**src/fetch_xlat_cfg.svh**
```systemverilog
`ifndef FETCH_XLAT_CFG_SVH
`define FETCH_XLAT_CFG_SVH

// ~~~~~~~~~~~~~~~~~~~~~~~~~~~~~~~~~~~~~~~~~~~~~~~~~~~~~~~~~~~~~~~~~~~~~~
// CRMD fields
// ~~~~~~~~~~~~~~~~~~~~~~~~~~~~~~~~~~~~~~~~~~~~~~~~~~~~~~~~~~~~~~~~~~~~~~
`define CRMD_PLV   1:0
`define CRMD_DA    3
// memory-access type used while DA is set
`define CRMD_DATF  6:5

// DA set, PLV 0, DATF 0 (uncached)
`define CRMD_RESET 32'h0000_0008

// ~~~~~~~~~~~~~~~~~~~~~~~~~~~~~~~~~~~~~~~~~~~~~~~~~~~~~~~~~~~~~~~~~~~~~~
// DMW fields
// ~~~~~~~~~~~~~~~~~~~~~~~~~~~~~~~~~~~~~~~~~~~~~~~~~~~~~~~~~~~~~~~~~~~~~~
`define DMW_PLV0   0
`define DMW_PLV3   3
`define DMW_MAT    5:4
`define DMW_PSEG   27:25
`define DMW_VSEG   31:29

// ~~~~~~~~~~~~~~~~~~~~~~~~~~~~~~~~~~~~~~~~~~~~~~~~~~~~~~~~~~~~~~~~~~~~~~
// fetch sequencing
// ~~~~~~~~~~~~~~~~~~~~~~~~~~~~~~~~~~~~~~~~~~~~~~~~~~~~~~~~~~~~~~~~~~~~~~
`define RESET_PC   32'h1c00_0000
`define FETCH_STEP 32'd4

`endif

```
**src/csr_pkg.sv**
```systemverilog
`default_nettype none

package csr_pkg;

  // ~~~~~~~~~~~~~~~~~~~~~~~~~~~~~~~~~~~~~~~~~~~~~~~~~~~~~~~~~~~~~~~~~~~~
  // CSR write select
  // ~~~~~~~~~~~~~~~~~~~~~~~~~~~~~~~~~~~~~~~~~~~~~~~~~~~~~~~~~~~~~~~~~~~~
  typedef enum logic [1:0] {
    CSR_CRMD = 2'd0,
    CSR_DMW0 = 2'd1,
    CSR_DMW1 = 2'd2
  } csr_addr_e;

  // ~~~~~~~~~~~~~~~~~~~~~~~~~~~~~~~~~~~~~~~~~~~~~~~~~~~~~~~~~~~~~~~~~~~~
  // CSR contents
  // ~~~~~~~~~~~~~~~~~~~~~~~~~~~~~~~~~~~~~~~~~~~~~~~~~~~~~~~~~~~~~~~~~~~~
  // one full CSR word, fields picked out with the cfg bit ranges
  typedef logic [31:0] csr_word_t;

  // memory-access type, as held in CRMD.DATF and DMW.MAT
  typedef logic [1:0] mat_t;

  // privilege level, as held in CRMD.PLV
  typedef logic [1:0] plv_t;

endpackage

`default_nettype wire

```
**src/fetch_pkg.sv**
```systemverilog
`default_nettype none

package fetch_pkg;

  import csr_pkg::*;

  // address-error cause reported with each fetch
  typedef enum logic [1:0] {
    EXC_NONE       = 2'd0,
    EXC_ADEF_ALIGN = 2'd1,
    EXC_ADEF_MAP   = 2'd2
  } fetch_excp_e;

  // coherent cached, every other type is treated as uncached
  localparam mat_t MAT_CACHED = 2'd1;

endpackage

`default_nettype wire

```
**src/core_iaddr_trans.sv**
```systemverilog
`default_nettype none
`timescale 1ns/1ps

`include "fetch_xlat_cfg.svh"

module core_iaddr_trans
  import csr_pkg::*;
  import fetch_pkg::*;
(
  input  wire logic        clk,
  input  wire logic        arst_n_i,
  input  wire logic        valid_i,
  input  wire logic [31:0] vaddr_i,
  input  wire logic        stall_i,
  input  wire logic        flush_i,
  input  wire csr_word_t   crmd_i,
  input  wire csr_word_t   dmw0_i,
  input  wire csr_word_t   dmw1_i,
  output logic             valid_o,
  output logic [31:0]      vaddr_o,
  output logic [31:0]      paddr_o,
  output logic             uncached_o,
  output fetch_excp_e      excp_o
);

  logic        da_mode;
  logic        plv0;
  logic        plv3;
  logic        dmw0_hit;
  logic        dmw1_hit;
  mat_t        sel_mat;
  logic [2:0]  sel_pseg;
  logic [31:0] paddr_d;
  fetch_excp_e excp_d;

  // ~~~~~~~~~~~~~~~~~~~~~~~~~~~~~~~~~~~~~~~~~~~~~~~~~~~~~~~~~~~~~~~~~~~~
  // window match
  // ~~~~~~~~~~~~~~~~~~~~~~~~~~~~~~~~~~~~~~~~~~~~~~~~~~~~~~~~~~~~~~~~~~~~
  assign da_mode = crmd_i[`CRMD_DA];
  assign plv0    = crmd_i[`CRMD_PLV] == 2'd0;
  assign plv3    = crmd_i[`CRMD_PLV] == 2'd3;

  assign dmw0_hit = ((dmw0_i[`DMW_PLV0] && plv0) || (dmw0_i[`DMW_PLV3] && plv3))
                    && dmw0_i[`DMW_VSEG] == vaddr_i[31:29];
  assign dmw1_hit = ((dmw1_i[`DMW_PLV0] && plv0) || (dmw1_i[`DMW_PLV3] && plv3))
                    && dmw1_i[`DMW_VSEG] == vaddr_i[31:29];

  // dmw0 has priority when both windows hit
  always_comb begin
    if (da_mode) begin
      sel_mat  = crmd_i[`CRMD_DATF];
      sel_pseg = vaddr_i[31:29];
    end else if (dmw0_hit) begin
      sel_mat  = dmw0_i[`DMW_MAT];
      sel_pseg = dmw0_i[`DMW_PSEG];
    end else begin
      sel_mat  = dmw1_i[`DMW_MAT];
      sel_pseg = dmw1_i[`DMW_PSEG];
    end
  end

  assign paddr_d = {sel_pseg, vaddr_i[28:0]};

  // misalignment is reported ahead of a window miss
  always_comb begin
    if (vaddr_i[1:0] != 2'b00) begin
      excp_d = EXC_ADEF_ALIGN;
    end else if (!da_mode && !dmw0_hit && !dmw1_hit) begin
      excp_d = EXC_ADEF_MAP;
    end else begin
      excp_d = EXC_NONE;
    end
  end

  // ~~~~~~~~~~~~~~~~~~~~~~~~~~~~~~~~~~~~~~~~~~~~~~~~~~~~~~~~~~~~~~~~~~~~
  // output register
  // ~~~~~~~~~~~~~~~~~~~~~~~~~~~~~~~~~~~~~~~~~~~~~~~~~~~~~~~~~~~~~~~~~~~~
  always_ff @(posedge clk or negedge arst_n_i) begin
    if (!arst_n_i) begin
      valid_o <= 1'b0;
    end else if (flush_i) begin
      valid_o <= 1'b0;
    end else if (!stall_i) begin
      valid_o <= valid_i;
    end
  end

  always_ff @(posedge clk) begin
    if (!stall_i) begin
      vaddr_o    <= vaddr_i;
      paddr_o    <= paddr_d;
      uncached_o <= sel_mat != MAT_CACHED;
      excp_o     <= excp_d;
    end
  end

  a_da_no_map : assert property (
    @(posedge clk) disable iff (!arst_n_i)
    valid_i && !stall_i && da_mode |=> excp_o != EXC_ADEF_MAP
  );

  a_uncached_mat : assert property (
    @(posedge clk) disable iff (!arst_n_i)
    valid_i && !stall_i && !flush_i && sel_mat != MAT_CACHED |=> valid_o && uncached_o
  );

endmodule

`default_nettype wire

```
**src/fetch_csr_regs.sv**
```systemverilog
`default_nettype none
`timescale 1ns/1ps

`include "fetch_xlat_cfg.svh"

module fetch_csr_regs
  import csr_pkg::*;
(
  input  wire logic      clk,
  input  wire logic      arst_n_i,
  input  wire logic      csr_we_i,
  input  wire csr_addr_e csr_addr_i,
  input  wire csr_word_t csr_wdata_i,
  output csr_word_t      crmd_o,
  output csr_word_t      dmw0_o,
  output csr_word_t      dmw1_o,
  output logic           xlat_flush_o
);

  csr_word_t crmd_q;
  csr_word_t dmw0_q;
  csr_word_t dmw1_q;
  logic      flush_q;

  always_ff @(posedge clk or negedge arst_n_i) begin
    if (!arst_n_i) begin
      crmd_q <= `CRMD_RESET;
      dmw0_q <= '0;
      dmw1_q <= '0;
    end else if (csr_we_i) begin
      case (csr_addr_i)
        CSR_CRMD: crmd_q <= csr_wdata_i;
        CSR_DMW0: dmw0_q <= csr_wdata_i;
        CSR_DMW1: dmw1_q <= csr_wdata_i;
        default: ;
      endcase
    end
  end

  // any write may change the mapping, so in-flight translations are stale
  always_ff @(posedge clk or negedge arst_n_i) begin
    if (!arst_n_i) begin
      flush_q <= 1'b0;
    end else begin
      flush_q <= csr_we_i;
    end
  end

  assign crmd_o       = crmd_q;
  assign dmw0_o       = dmw0_q;
  assign dmw1_o       = dmw1_q;
  assign xlat_flush_o = flush_q;

  // back-to-back flush only from writes on back-to-back edges
  a_flush_single : assert property (
    @(posedge clk) disable iff (!arst_n_i)
    xlat_flush_o && $past(xlat_flush_o) |-> $past(csr_we_i, 1) && $past(csr_we_i, 2)
  );

endmodule

`default_nettype wire

```
**src/fetch_pc_gen.sv**
```systemverilog
`default_nettype none
`timescale 1ns/1ps

`include "fetch_xlat_cfg.svh"

module fetch_pc_gen (
  input  wire logic        clk,
  input  wire logic        arst_n_i,
  input  wire logic        stall_i,
  input  wire logic        redirect_i,
  input  wire logic        flush_i,
  input  wire logic [31:0] redirect_pc_i,
  output logic             pc_valid_o,
  output logic [31:0]      pc_o
);

  logic [31:0] pc_q;
  logic        started_q;

  // first cycle out of reset presents RESET_PC as not yet valid
  always_ff @(posedge clk or negedge arst_n_i) begin
    if (!arst_n_i) begin
      started_q <= 1'b0;
    end else begin
      started_q <= 1'b1;
    end
  end

  // ~~~~~~~~~~~~~~~~~~~~~~~~~~~~~~~~~~~~~~~~~~~~~~~~~~~~~~~~~~~~~~~~~~~~
  // next pc: redirect, then flush refetch, then stall, then step
  // ~~~~~~~~~~~~~~~~~~~~~~~~~~~~~~~~~~~~~~~~~~~~~~~~~~~~~~~~~~~~~~~~~~~~
  always_ff @(posedge clk or negedge arst_n_i) begin
    if (!arst_n_i) begin
      pc_q <= `RESET_PC;
    end else if (redirect_i) begin
      pc_q <= redirect_pc_i;
    end else if (flush_i || stall_i || !started_q) begin
      pc_q <= pc_q;
    end else begin
      pc_q <= pc_q + `FETCH_STEP;
    end
  end

  assign pc_valid_o = started_q;
  assign pc_o       = pc_q;

  a_seq_step : assert property (
    @(posedge clk) disable iff (!arst_n_i)
    pc_valid_o && !redirect_i && !flush_i && !stall_i |=> pc_o == $past(pc_o) + `FETCH_STEP
  );

endmodule

`default_nettype wire

```
**src/fetch_xlat_top.sv**
```systemverilog
`default_nettype none
`timescale 1ns/1ps

module fetch_xlat_top
  import csr_pkg::*;
  import fetch_pkg::*;
(
  input  wire logic        clk,
  input  wire logic        arst_n_i,
  input  wire logic        stall_i,
  input  wire logic        redirect_i,
  input  wire logic [31:0] redirect_pc_i,
  input  wire logic        csr_we_i,
  input  wire csr_addr_e   csr_addr_i,
  input  wire csr_word_t   csr_wdata_i,
  output logic             fetch_valid_o,
  output logic [31:0]      fetch_vaddr_o,
  output logic [31:0]      fetch_paddr_o,
  output logic             fetch_uncached_o,
  output fetch_excp_e      fetch_excp_o
);

  csr_word_t   crmd;
  csr_word_t   dmw0;
  csr_word_t   dmw1;
  logic        xlat_flush;
  logic        pc_valid;
  logic [31:0] pc;

  fetch_csr_regs i_csr_regs (
    .clk          (clk),
    .arst_n_i     (arst_n_i),
    .csr_we_i     (csr_we_i),
    .csr_addr_i   (csr_addr_i),
    .csr_wdata_i  (csr_wdata_i),
    .crmd_o       (crmd),
    .dmw0_o       (dmw0),
    .dmw1_o       (dmw1),
    .xlat_flush_o (xlat_flush)
  );

  fetch_pc_gen i_pc_gen (
    .clk           (clk),
    .arst_n_i      (arst_n_i),
    .stall_i       (stall_i),
    .redirect_i    (redirect_i),
    .flush_i       (xlat_flush),
    .redirect_pc_i (redirect_pc_i),
    .pc_valid_o    (pc_valid),
    .pc_o          (pc)
  );

  // same stall as the pc stage, so both stages move together
  core_iaddr_trans i_iaddr_trans (
    .clk        (clk),
    .arst_n_i   (arst_n_i),
    .valid_i    (pc_valid),
    .vaddr_i    (pc),
    .stall_i    (stall_i),
    .flush_i    (xlat_flush),
    .crmd_i     (crmd),
    .dmw0_i     (dmw0),
    .dmw1_i     (dmw1),
    .valid_o    (fetch_valid_o),
    .vaddr_o    (fetch_vaddr_o),
    .paddr_o    (fetch_paddr_o),
    .uncached_o (fetch_uncached_o),
    .excp_o     (fetch_excp_o)
  );

endmodule

`default_nettype wire

```
**config.mk**
```make
export PLATFORM = sky130hd
export DESIGN_NAME = fetch_xlat_top
export DESIGN_NICKNAME = d
export VERILOG_FILES = /design/src/csr_pkg.sv /design/src/fetch_pkg.sv /design/src/core_iaddr_trans.sv /design/src/fetch_csr_regs.sv /design/src/fetch_pc_gen.sv /design/src/fetch_xlat_top.sv
export VERILOG_INCLUDE_DIRS = /design/src
export SDC_FILE = /design/constraint.sdc
export NUM_CORES = 1
export LEC_CHECK = 0
export ABC_AREA = 1
export BUFFER_PORTS_ARGS = -buffer_cell sky130_fd_sc_hd__clkbuf_2
export CAP_MARGIN = 5
export CELL_PAD_IN_SITES_DETAIL_PLACEMENT = 1
export CELL_PAD_IN_SITES_GLOBAL_PLACEMENT = 1
export CORE_AREA = 8 8 123 125
export DETAILED_ROUTE_END_ITERATION = 6
export DIE_AREA = 0 0 131 133
export PLACE_DENSITY = 0.83
export SLEW_MARGIN = 20
export SYNTH_ARGS = -nofsm -noshare
export SYNTH_HDL_FRONTEND = slang
export SYNTH_SLANG_ARGS = --single-unit
```
**constraint.sdc**
```tcl
create_clock -name clk -period 1.52 [get_ports clk]
set_input_delay 0.076 -clock clk [delete_from_list [all_inputs] [get_ports clk]]
set_output_delay 0.076 -clock clk [all_outputs]
set_load 0.05 [all_outputs]
```
==> impl_metrics.csv, run 1 <==
group,metric,value,unit
routing,drt_wl_total,14700,um
logic_synthesis,synth.most_common_cell,"nand2_1",
critical_path,crit_chain,"ha_2 -> nand2_2 -> nor2_4 -> nand2_2 -> nor2_4 -> nand2_1 -> nand3_1 -> nand3_1",
sta,rsz0062_at_grt,"true",
placed_design,io_buffers,118,
sta,hold_violations,0,
routing,routedWlPerCell,16.5,um
status,status,"finished, violations left",
clock_tree,clock-sinks,98,
grt,grt_busiest_layer,"met2",
pwr,power_density,1170,nW/um^2
grt,met1_usage,0.183,
floorplanning,die_y,133,um
routing,drt_iter0_drc,149,
logic_synthesis,syn_inst,582,
logic_synthesis,synth-edff-count,38,
floorplanning,core,13100,sq um
sta,timing.final.crit_share,1.01,
sta,maxSlewViolCount,0,
logic_synthesis,netlist_area,4930,sq um
logic_synthesis,synth.distinct_cells,31,
critical_path,reg2reg_from,"i_pc_gen.pc_o[3]",
routing,via_count,4269,
logic_synthesis,synth_area_leader_cell,"dfrtp_1",
floorplanning,io_pins,139,
grt,grt_max_degree,61,
routing,drc_errors,0,
pwr,pwr-share-clk,0.318,
logic_synthesis,yosys-top-cells-area,"dfrtp_1 28%, edfxtp_1 23%, nand2_1 14%",
critical_path,worst-endpoint-required,1.75,ns
routing,ant_nets,0,
routing,vias_per_cell,4.80,
layout,nets,781,
pwr,p_sw,2360,uW
critical_path,arrival,1.77,ns
pwr,switching_share,0.324,
min_path,min-delay-start,"stall_i",
pwr,comb_power_share,0.220,
clock_tree,clk_latency,0.35,ns
logic_synthesis,synth_warnings,0,
layout,finalInstanceArea,6210,sq um
sta,fin_ws,-0.0137,ns
job,maxCapViolations,0,
clock_tree,h-tree-depth,3,
status,violations,"setup timing",
grt,grt_pass1_vias,4560,
logic_synthesis,ys_ff_latch,98,
clock_tree,cts_buffers,9,
floorplanning,num_rows,42,
layout,fin_cells,890,
layout,post-route-util,0.474,
critical_path,cp_slowest_cell,"dfrtp_1",
logic_synthesis,syn_nets,654,
critical_path,r2r_end,"i_pc_gen.pc_o[16]",
sta,fmax,652,MHz
pwr,leakage,0.00296,uW
critical_path,worstSetupPathType,"reg2reg",
pwr,p_int,4920,uW
sta,layout_min_cycle_time,1.53,ns
floorplanning,die_area,17400,sq um
placed_design,dp_hpwl,10400,um
grt,gr-total-overflow,0,
grt,met2_usage,0.308,
critical_path,cp_top_family,"simple AND/OR/NAND/NOR gates",
layout,diodes,0,
logic_synthesis,syn_area_per_cell,8.48,sq um
pwr,seq_power_share,0.462,
logic_synthesis,yosysSeqAreaShare,0.537,
sta,fin_skew,0.00830,ns
logic_synthesis,synth_async_sr_flop_share,0.612,
clock_tree,cts_tree,"done",
logic_synthesis,synthTopCellsByCount,"183 x nand2_1, 63 x inv_1, 58 x nand3_1",
grt,grtUsageMet3,0.0337,
critical_path,reg2reg_setup_slack,-0.01,ns
min_path,min_to,"i_iaddr_trans.valid_o",
placed_design,place_inst,847,
grt,antenna_found_initial,0,
layout,area_growth,25.8,%
critical_path,crit_buf_inv,0,
placed_design,placed_area,5590,sq um
clock_tree,clk_pin_slew_worst_paths,0.06,ns
sta,finalSetupViolCount,2,
critical_path,path_max_fanout,3,
logic_synthesis,synth_top_area_share,0.284,
critical_path,worst_setup_path_start_kind,"flip-flop",
layout,drive_above_1_share,0.270,
critical_path,max_stage_delay,0.39,ns
grt,grt_pass1_wl,23000,um
pwr,vdd.ir_drop.worst,0.433,mV
placed_design,gp_congestion,0.838,
sta,setup_tns,-0.0195,ns
critical_path,setup.worst_path.end_class,"flip-flop",
critical_path,r2r_cells,8,
routing,drt_first_pass_iters,4,
logic_synthesis,synth_ff_type,"dfrtp_1",
clock_tree,cts.path.max_buffers,2,
placed_design,post-place-ws,0.0294,ns
clock_tree,clockRootBuffer,"clkbuf_16",
floorplanning,initial_core_util,0.377,
floorplanning,die_x,131,um
grt,grt_usage,0.169,
min_path,hold_depth,3,
min_path,hold_class,"in2reg",
## tightest hold or removal path, cell delays in order
cell      delay [ns]
clkbuf_2        0.11
nand3_1         0.08
nand2_1         0.05
## flip-flops by register name, indices dropped and copies added (netlist names)
register	flops
i_iaddr_trans.excp_o	2
i_pc_gen.pc_valid_o	1
i_csr_regs.dmw0_o	10
i_iaddr_trans.paddr_o	32
i_csr_regs.xlat_flush_o	1
i_iaddr_trans.valid_o	1
i_csr_regs.dmw1_o	10
i_csr_regs.crmd_o	5
i_iaddr_trans.vaddr_o	3
i_iaddr_trans.uncached_o	1
i_pc_gen.pc_o	32
## cells by family (layout without fill, tap and decap cells)
kind of cell / Yosys count / count (layout) / share of synthesized area
simple gates: 303 / 303 / 0.264
buf+inv: 110 / 242 / 0.108
flops: 98 / 98 / 0.537
compound gates: 56 / 56 / 0.0652
xor+xnor: 12 / 12 / 0.0213
fa+ha+maj: 1 / 1 / 0.00254
other cells: 1 / 1 / 0.000760
mux: 1 / 1 / 0.00228
## cells in the final DEF, fill, tap and decap left out, drive strengths merged, types with 2 or more instances in the layout
| master | instances |
|---|---|
| inv | 66 |
| nand3b | 3 |
| dfrtp | 56 |
| edfxtp | 38 |
| o21bai | 10 |
| and2 | 2 |
| a21oi | 3 |
| clkinv | 2 |
| o211ai | 3 |
| xnor2 | 4 |
| nand2 | 189 |
| dfstp | 4 |
| buf | 16 |
| o21ai | 38 |
| nand3 | 58 |
| dlygate4sd3 | 25 |
| nor2 | 50 |
| clkbuf | 131 |
| xor2 | 8 |
## cell type report
type | count | area (sq um)
multi-input combinational | 374 | 1800
inverter | 67 | 255
clock buffer | 13 | 260
clock inverter | 3 | 40.0
tap | 176 | 220
fill | 1625 | 6880
sequential | 98 | 2660
timing repair buffer | 159 | 973
## how the worst max path moves through the flow
stage / startpoint / to / slack (ns) / cells past startpoint
2_1_floorplan: stall_i / i_pc_gen.pc_o[4] / 0.06 / 7
3_3_place_gp: i_pc_gen.pc_o[2] / i_pc_gen.pc_o[20] / 0.11 / 8
3_5_place_dp: i_pc_gen.pc_o[2] / i_pc_gen.pc_o[16] / 0.03 / 8
4_1_cts: i_pc_gen.pc_o[2] / i_pc_gen.pc_o[20] / 0.01 / 8
5_1_grt: i_pc_gen.pc_o[3] / i_pc_gen.pc_o[16] / -0.12 / 8
6_report: i_pc_gen.pc_o[3] / i_pc_gen.pc_o[16] / -0.01 / 8
## metrics by stage
| stage | total power (uW) | hold slack, ns |
|---|---|---|
| 4_1_cts | 7310 | 0.00384 |
| 3_3_place_gp | 4850 | 0.113 |
| 2_1_floorplan | 4490 | -0.220 |
| 6_report | 7290 | 0.0119 |
| 3_5_place_dp | 4930 | 0.123 |
| 5_1_grt | 7600 | 0.0171 |
## power groups by stage
stage	registers (uW)	clock network (uW)	logic [uW]
2_1_floorplan	3650	0	841
3_3_place_gp	3360	0	1480
3_5_place_dp	3400	0	1530
4_1_cts	3350	2370	1590
5_1_grt	3410	2450	1740
6_report	3370	2320	1600
## timing repair
| item | CTS | global route |
|---|---|---|
| buffers inserted | 0 | 2 |
| endpoints found under the hold margin | 85 | 0 |
| setup endpoints to repair | 0 | 23 |
| gates resized for setup | 0 | 20 |
| hold buffers | 25 | 0 |
## routing by layer
layer | share of wire | up-vias
met4 | 0.018 | 0
met5 | 0 | -
met3 | 0.050 | 19
met2 | 0.54 | 98
met1 | 0.39 | 2079
li1 | - | 2073
(Power assumes the default switching activity.)
==> inputs of run 2 (changes only) <==
==> constraint.sdc (replaced) <==
create_clock -name clk -period 1.52 [get_ports clk]
set_input_delay 0.228 -clock clk [delete_from_list [all_inputs] [get_ports clk]]
set_output_delay 0.228 -clock clk [all_outputs]
set_load 0.05 [all_outputs]
==> run 2 against run 1 <==
  * The run now ends clean
  * Combinational power decreased by 3%
  * Worst hold slack improved by 0.019 ns
  * Clock skew decreased by 0.00050 ns
  * Sequential share of layout area increased by 1.8 points
  * Die area unchanged
  * Sequential cell count unchanged
  * Global-route usage decreased by 0.53 points
  * Largest cell class unchanged
==> impl_metrics.csv, run 2 (synthesis gave the netlist of run 1 again) <==
group,metric,value,unit
min_path,hold_class,"in2reg",
critical_path,worst-endpoint-required,1.76,ns
critical_path,crit_chain,"buf_4 -> nand2_2 -> nor2_4 -> nand2_2 -> nor2_4 -> nand3_1 -> nand3_1 -> nand2_1",
sta,layout_min_cycle_time,1.43,ns
clock_tree,cts_buffers,9,
routing,drc_errors,0,
routing,drt_wl_total,13800,um
clock_tree,clockRootBuffer,"clkbuf_16",
pwr,switching_share,0.334,
critical_path,arrival,1.67,ns
min_path,hold_depth,1,
routing,ant_nets,0,
critical_path,reg2reg_from,"i_pc_gen.pc_o[2]",
min_path,min-delay-start,"csr_we_i",
routing,via_count,4196,
grt,grt_pass1_vias,4558,
pwr,leakage,0.00286,uW
layout,post-route-util,0.454,
pwr,power,7000,uW
sta,setup_tns,0,ns
grt,antenna_found_initial,0,
critical_path,worst_setup_path_start_kind,"flip-flop",
sta,maxSlewViolCount,0,
floorplanning,die_area,17400,sq um
clock_tree,h-tree-depth,3,
grt,grt_max_degree,61,
routing,drt_iter0_drc,153,
pwr,power_density,1180,nW/um^2
floorplanning,die_y,133,um
layout,diodes,0,
routing,wl_met3,839,um
pwr,seq_power_share,0.477,
clock_tree,clk_pin_slew_worst_paths,0.06,ns
floorplanning,core,13100,sq um
grt,grt_usage,0.163,
routing,wl_met1,5550,um
placed_design,io_buffers,118,
sta,fmax,699,MHz
floorplanning,num_rows,42,
critical_path,r2r_cells,8,
sta,fin_skew,0.00780,ns
grt,gr-total-overflow,0,
clock_tree,cts.path.max_buffers,2,
placed_design,gp_congestion,0.846,
placed_design,placed_area,5620,sq um
pwr,p_int,4670,uW
layout,final_common_cell,"nand2_1",
pwr,comb_power_share,0.223,
layout,nets,758,
critical_path,max_stage_delay,0.40,ns
min_path,min_to,"i_csr_regs.xlat_flush_o",
sta,rsz0062_at_grt,"false",
routing,vias_per_cell,4.84,
critical_path,setup.worst_path.end_class,"flip-flop",
floorplanning,initial_core_util,0.377,
layout,drive_above_1_share,0.272,
status,status,"finished, final reports clean",
clock_tree,clock-sinks,98,
placed_design,dp_hpwl,10600,um
sta,timing.final.crit_share,0.941,
critical_path,reg2reg_setup_slack,0.09,ns
grt,grt_pass1_wl,22300,um
layout,mostFrequentLayoutCells,"181 x nand2_1, 118 x clkbuf_2, 62 x inv_1",
pwr,vdd.ir_drop.worst,0.557,mV
critical_path,cp_slowest_cell,"dfrtp_1",
pwr,p_sw,2340,uW
critical_path,worstSetupPathType,"reg2reg",
critical_path,path_max_fanout,5,
floorplanning,die_x,131,um
pwr,pwr-share-clk,0.300,
routing,routedWlPerCell,16.0,um
job,maxCapViolations,0,
floorplanning,io_pins,139,
clock_tree,cts_tree,"done",
routing,route.met2.wl,7160,um
layout,fill_cells,1607,
sta,hold_violations,0,
layout,finalInstanceArea,5940,sq um
sta,finalSetupViolCount,0,
routing,top_layer_used,"met4",
layout,area_growth,20.5,%
clock_tree,clk_latency,0.36,ns
critical_path,r2r_end,"i_pc_gen.pc_o[23]",
routing,drt_first_pass_iters,4,
[run 2: cell count changes in the layout (fill, tap and decap cells not counted), sizes merged]
cell,previous run,this run
buf,16,17
dlygate4sd3,25,1
clkinv,2,4
bufinv,1,0
clkbuf,131,130
[run 2: worst max-delay path by stage]
stage	from	to	depth (start not counted)
5_1_grt	i_csr_regs.crmd_o[1]	i_iaddr_trans.paddr_o[29]	6
3_5_place_dp	i_csr_regs.dmw0_o[31]	i_iaddr_trans.excp_o[1]	5
4_1_cts	i_pc_gen.pc_o[2]	i_pc_gen.pc_o[20]	8
3_3_place_gp	i_pc_gen.pc_o[2]	i_pc_gen.pc_o[20]	8
6_report	i_pc_gen.pc_o[2]	i_pc_gen.pc_o[23]	8
2_1_floorplan	stall_i	i_pc_gen.pc_o[4]	7
[run 2: final cells by class]
class                      instances  area (sq um)  share of cell area
inverter                          67           255              0.0429
clock inverter                     4          17.5             0.00295
multi-input combinational        374          1810               0.305
tap                              176           220              0.0370
timing repair buffer             136           741               0.125
sequential                        98          2650               0.446
clock buffer                      12           246              0.0415
[run 2: power groups by stage]
stage	Combinational, uW	Sequential (uW)	Clock (uW)
final	1560	3340	2100
after global routing	1700	3380	2260
after CTS	1570	3340	2160
after detailed placement	1550	3390	0
after global placement	1500	3360	0
after floorplan	845	3650	0
[run 2: critical path: cells and delay by family, from the launching register on]
family / cells / cell delay [ns]
AND/OR/NAND/NOR: 7 / 0.76
flip-flops: 1 / 0.40
buffers and inverters: 1 / 0.16
[run 2: layer usage]
metal  vias to the layer above  track usage
met5                         -            0
met1                      2042        0.175
met2                       107        0.297
li1                       2027            -
met4                         0       0.0734
met3                        20       0.0337
[run 2: per-stage QoR]
step | hold WS [ns] | worst slack, ns | cells
2_1_floorplan | -0.0676 | 0.0000840 | 582
3_3_place_gp | 0.265 | 0.0904 | 850
3_5_place_dp | 0.275 | 0.0108 | 850
4_1_cts | 0.0204 | 0.0199 | 867
5_1_grt | 0.0279 | 0.00641 | 867
6_report | 0.0308 | 0.0895 | 867
[run 2: repair_timing]
item                                    CTS  global route
pin swaps                                 0             1
endpoints found under the setup margin    1            21
gates resized for setup                   1            15
hold buffers                              1             0
hold endpoints to repair                 56             0
buffers inserted                          0             0
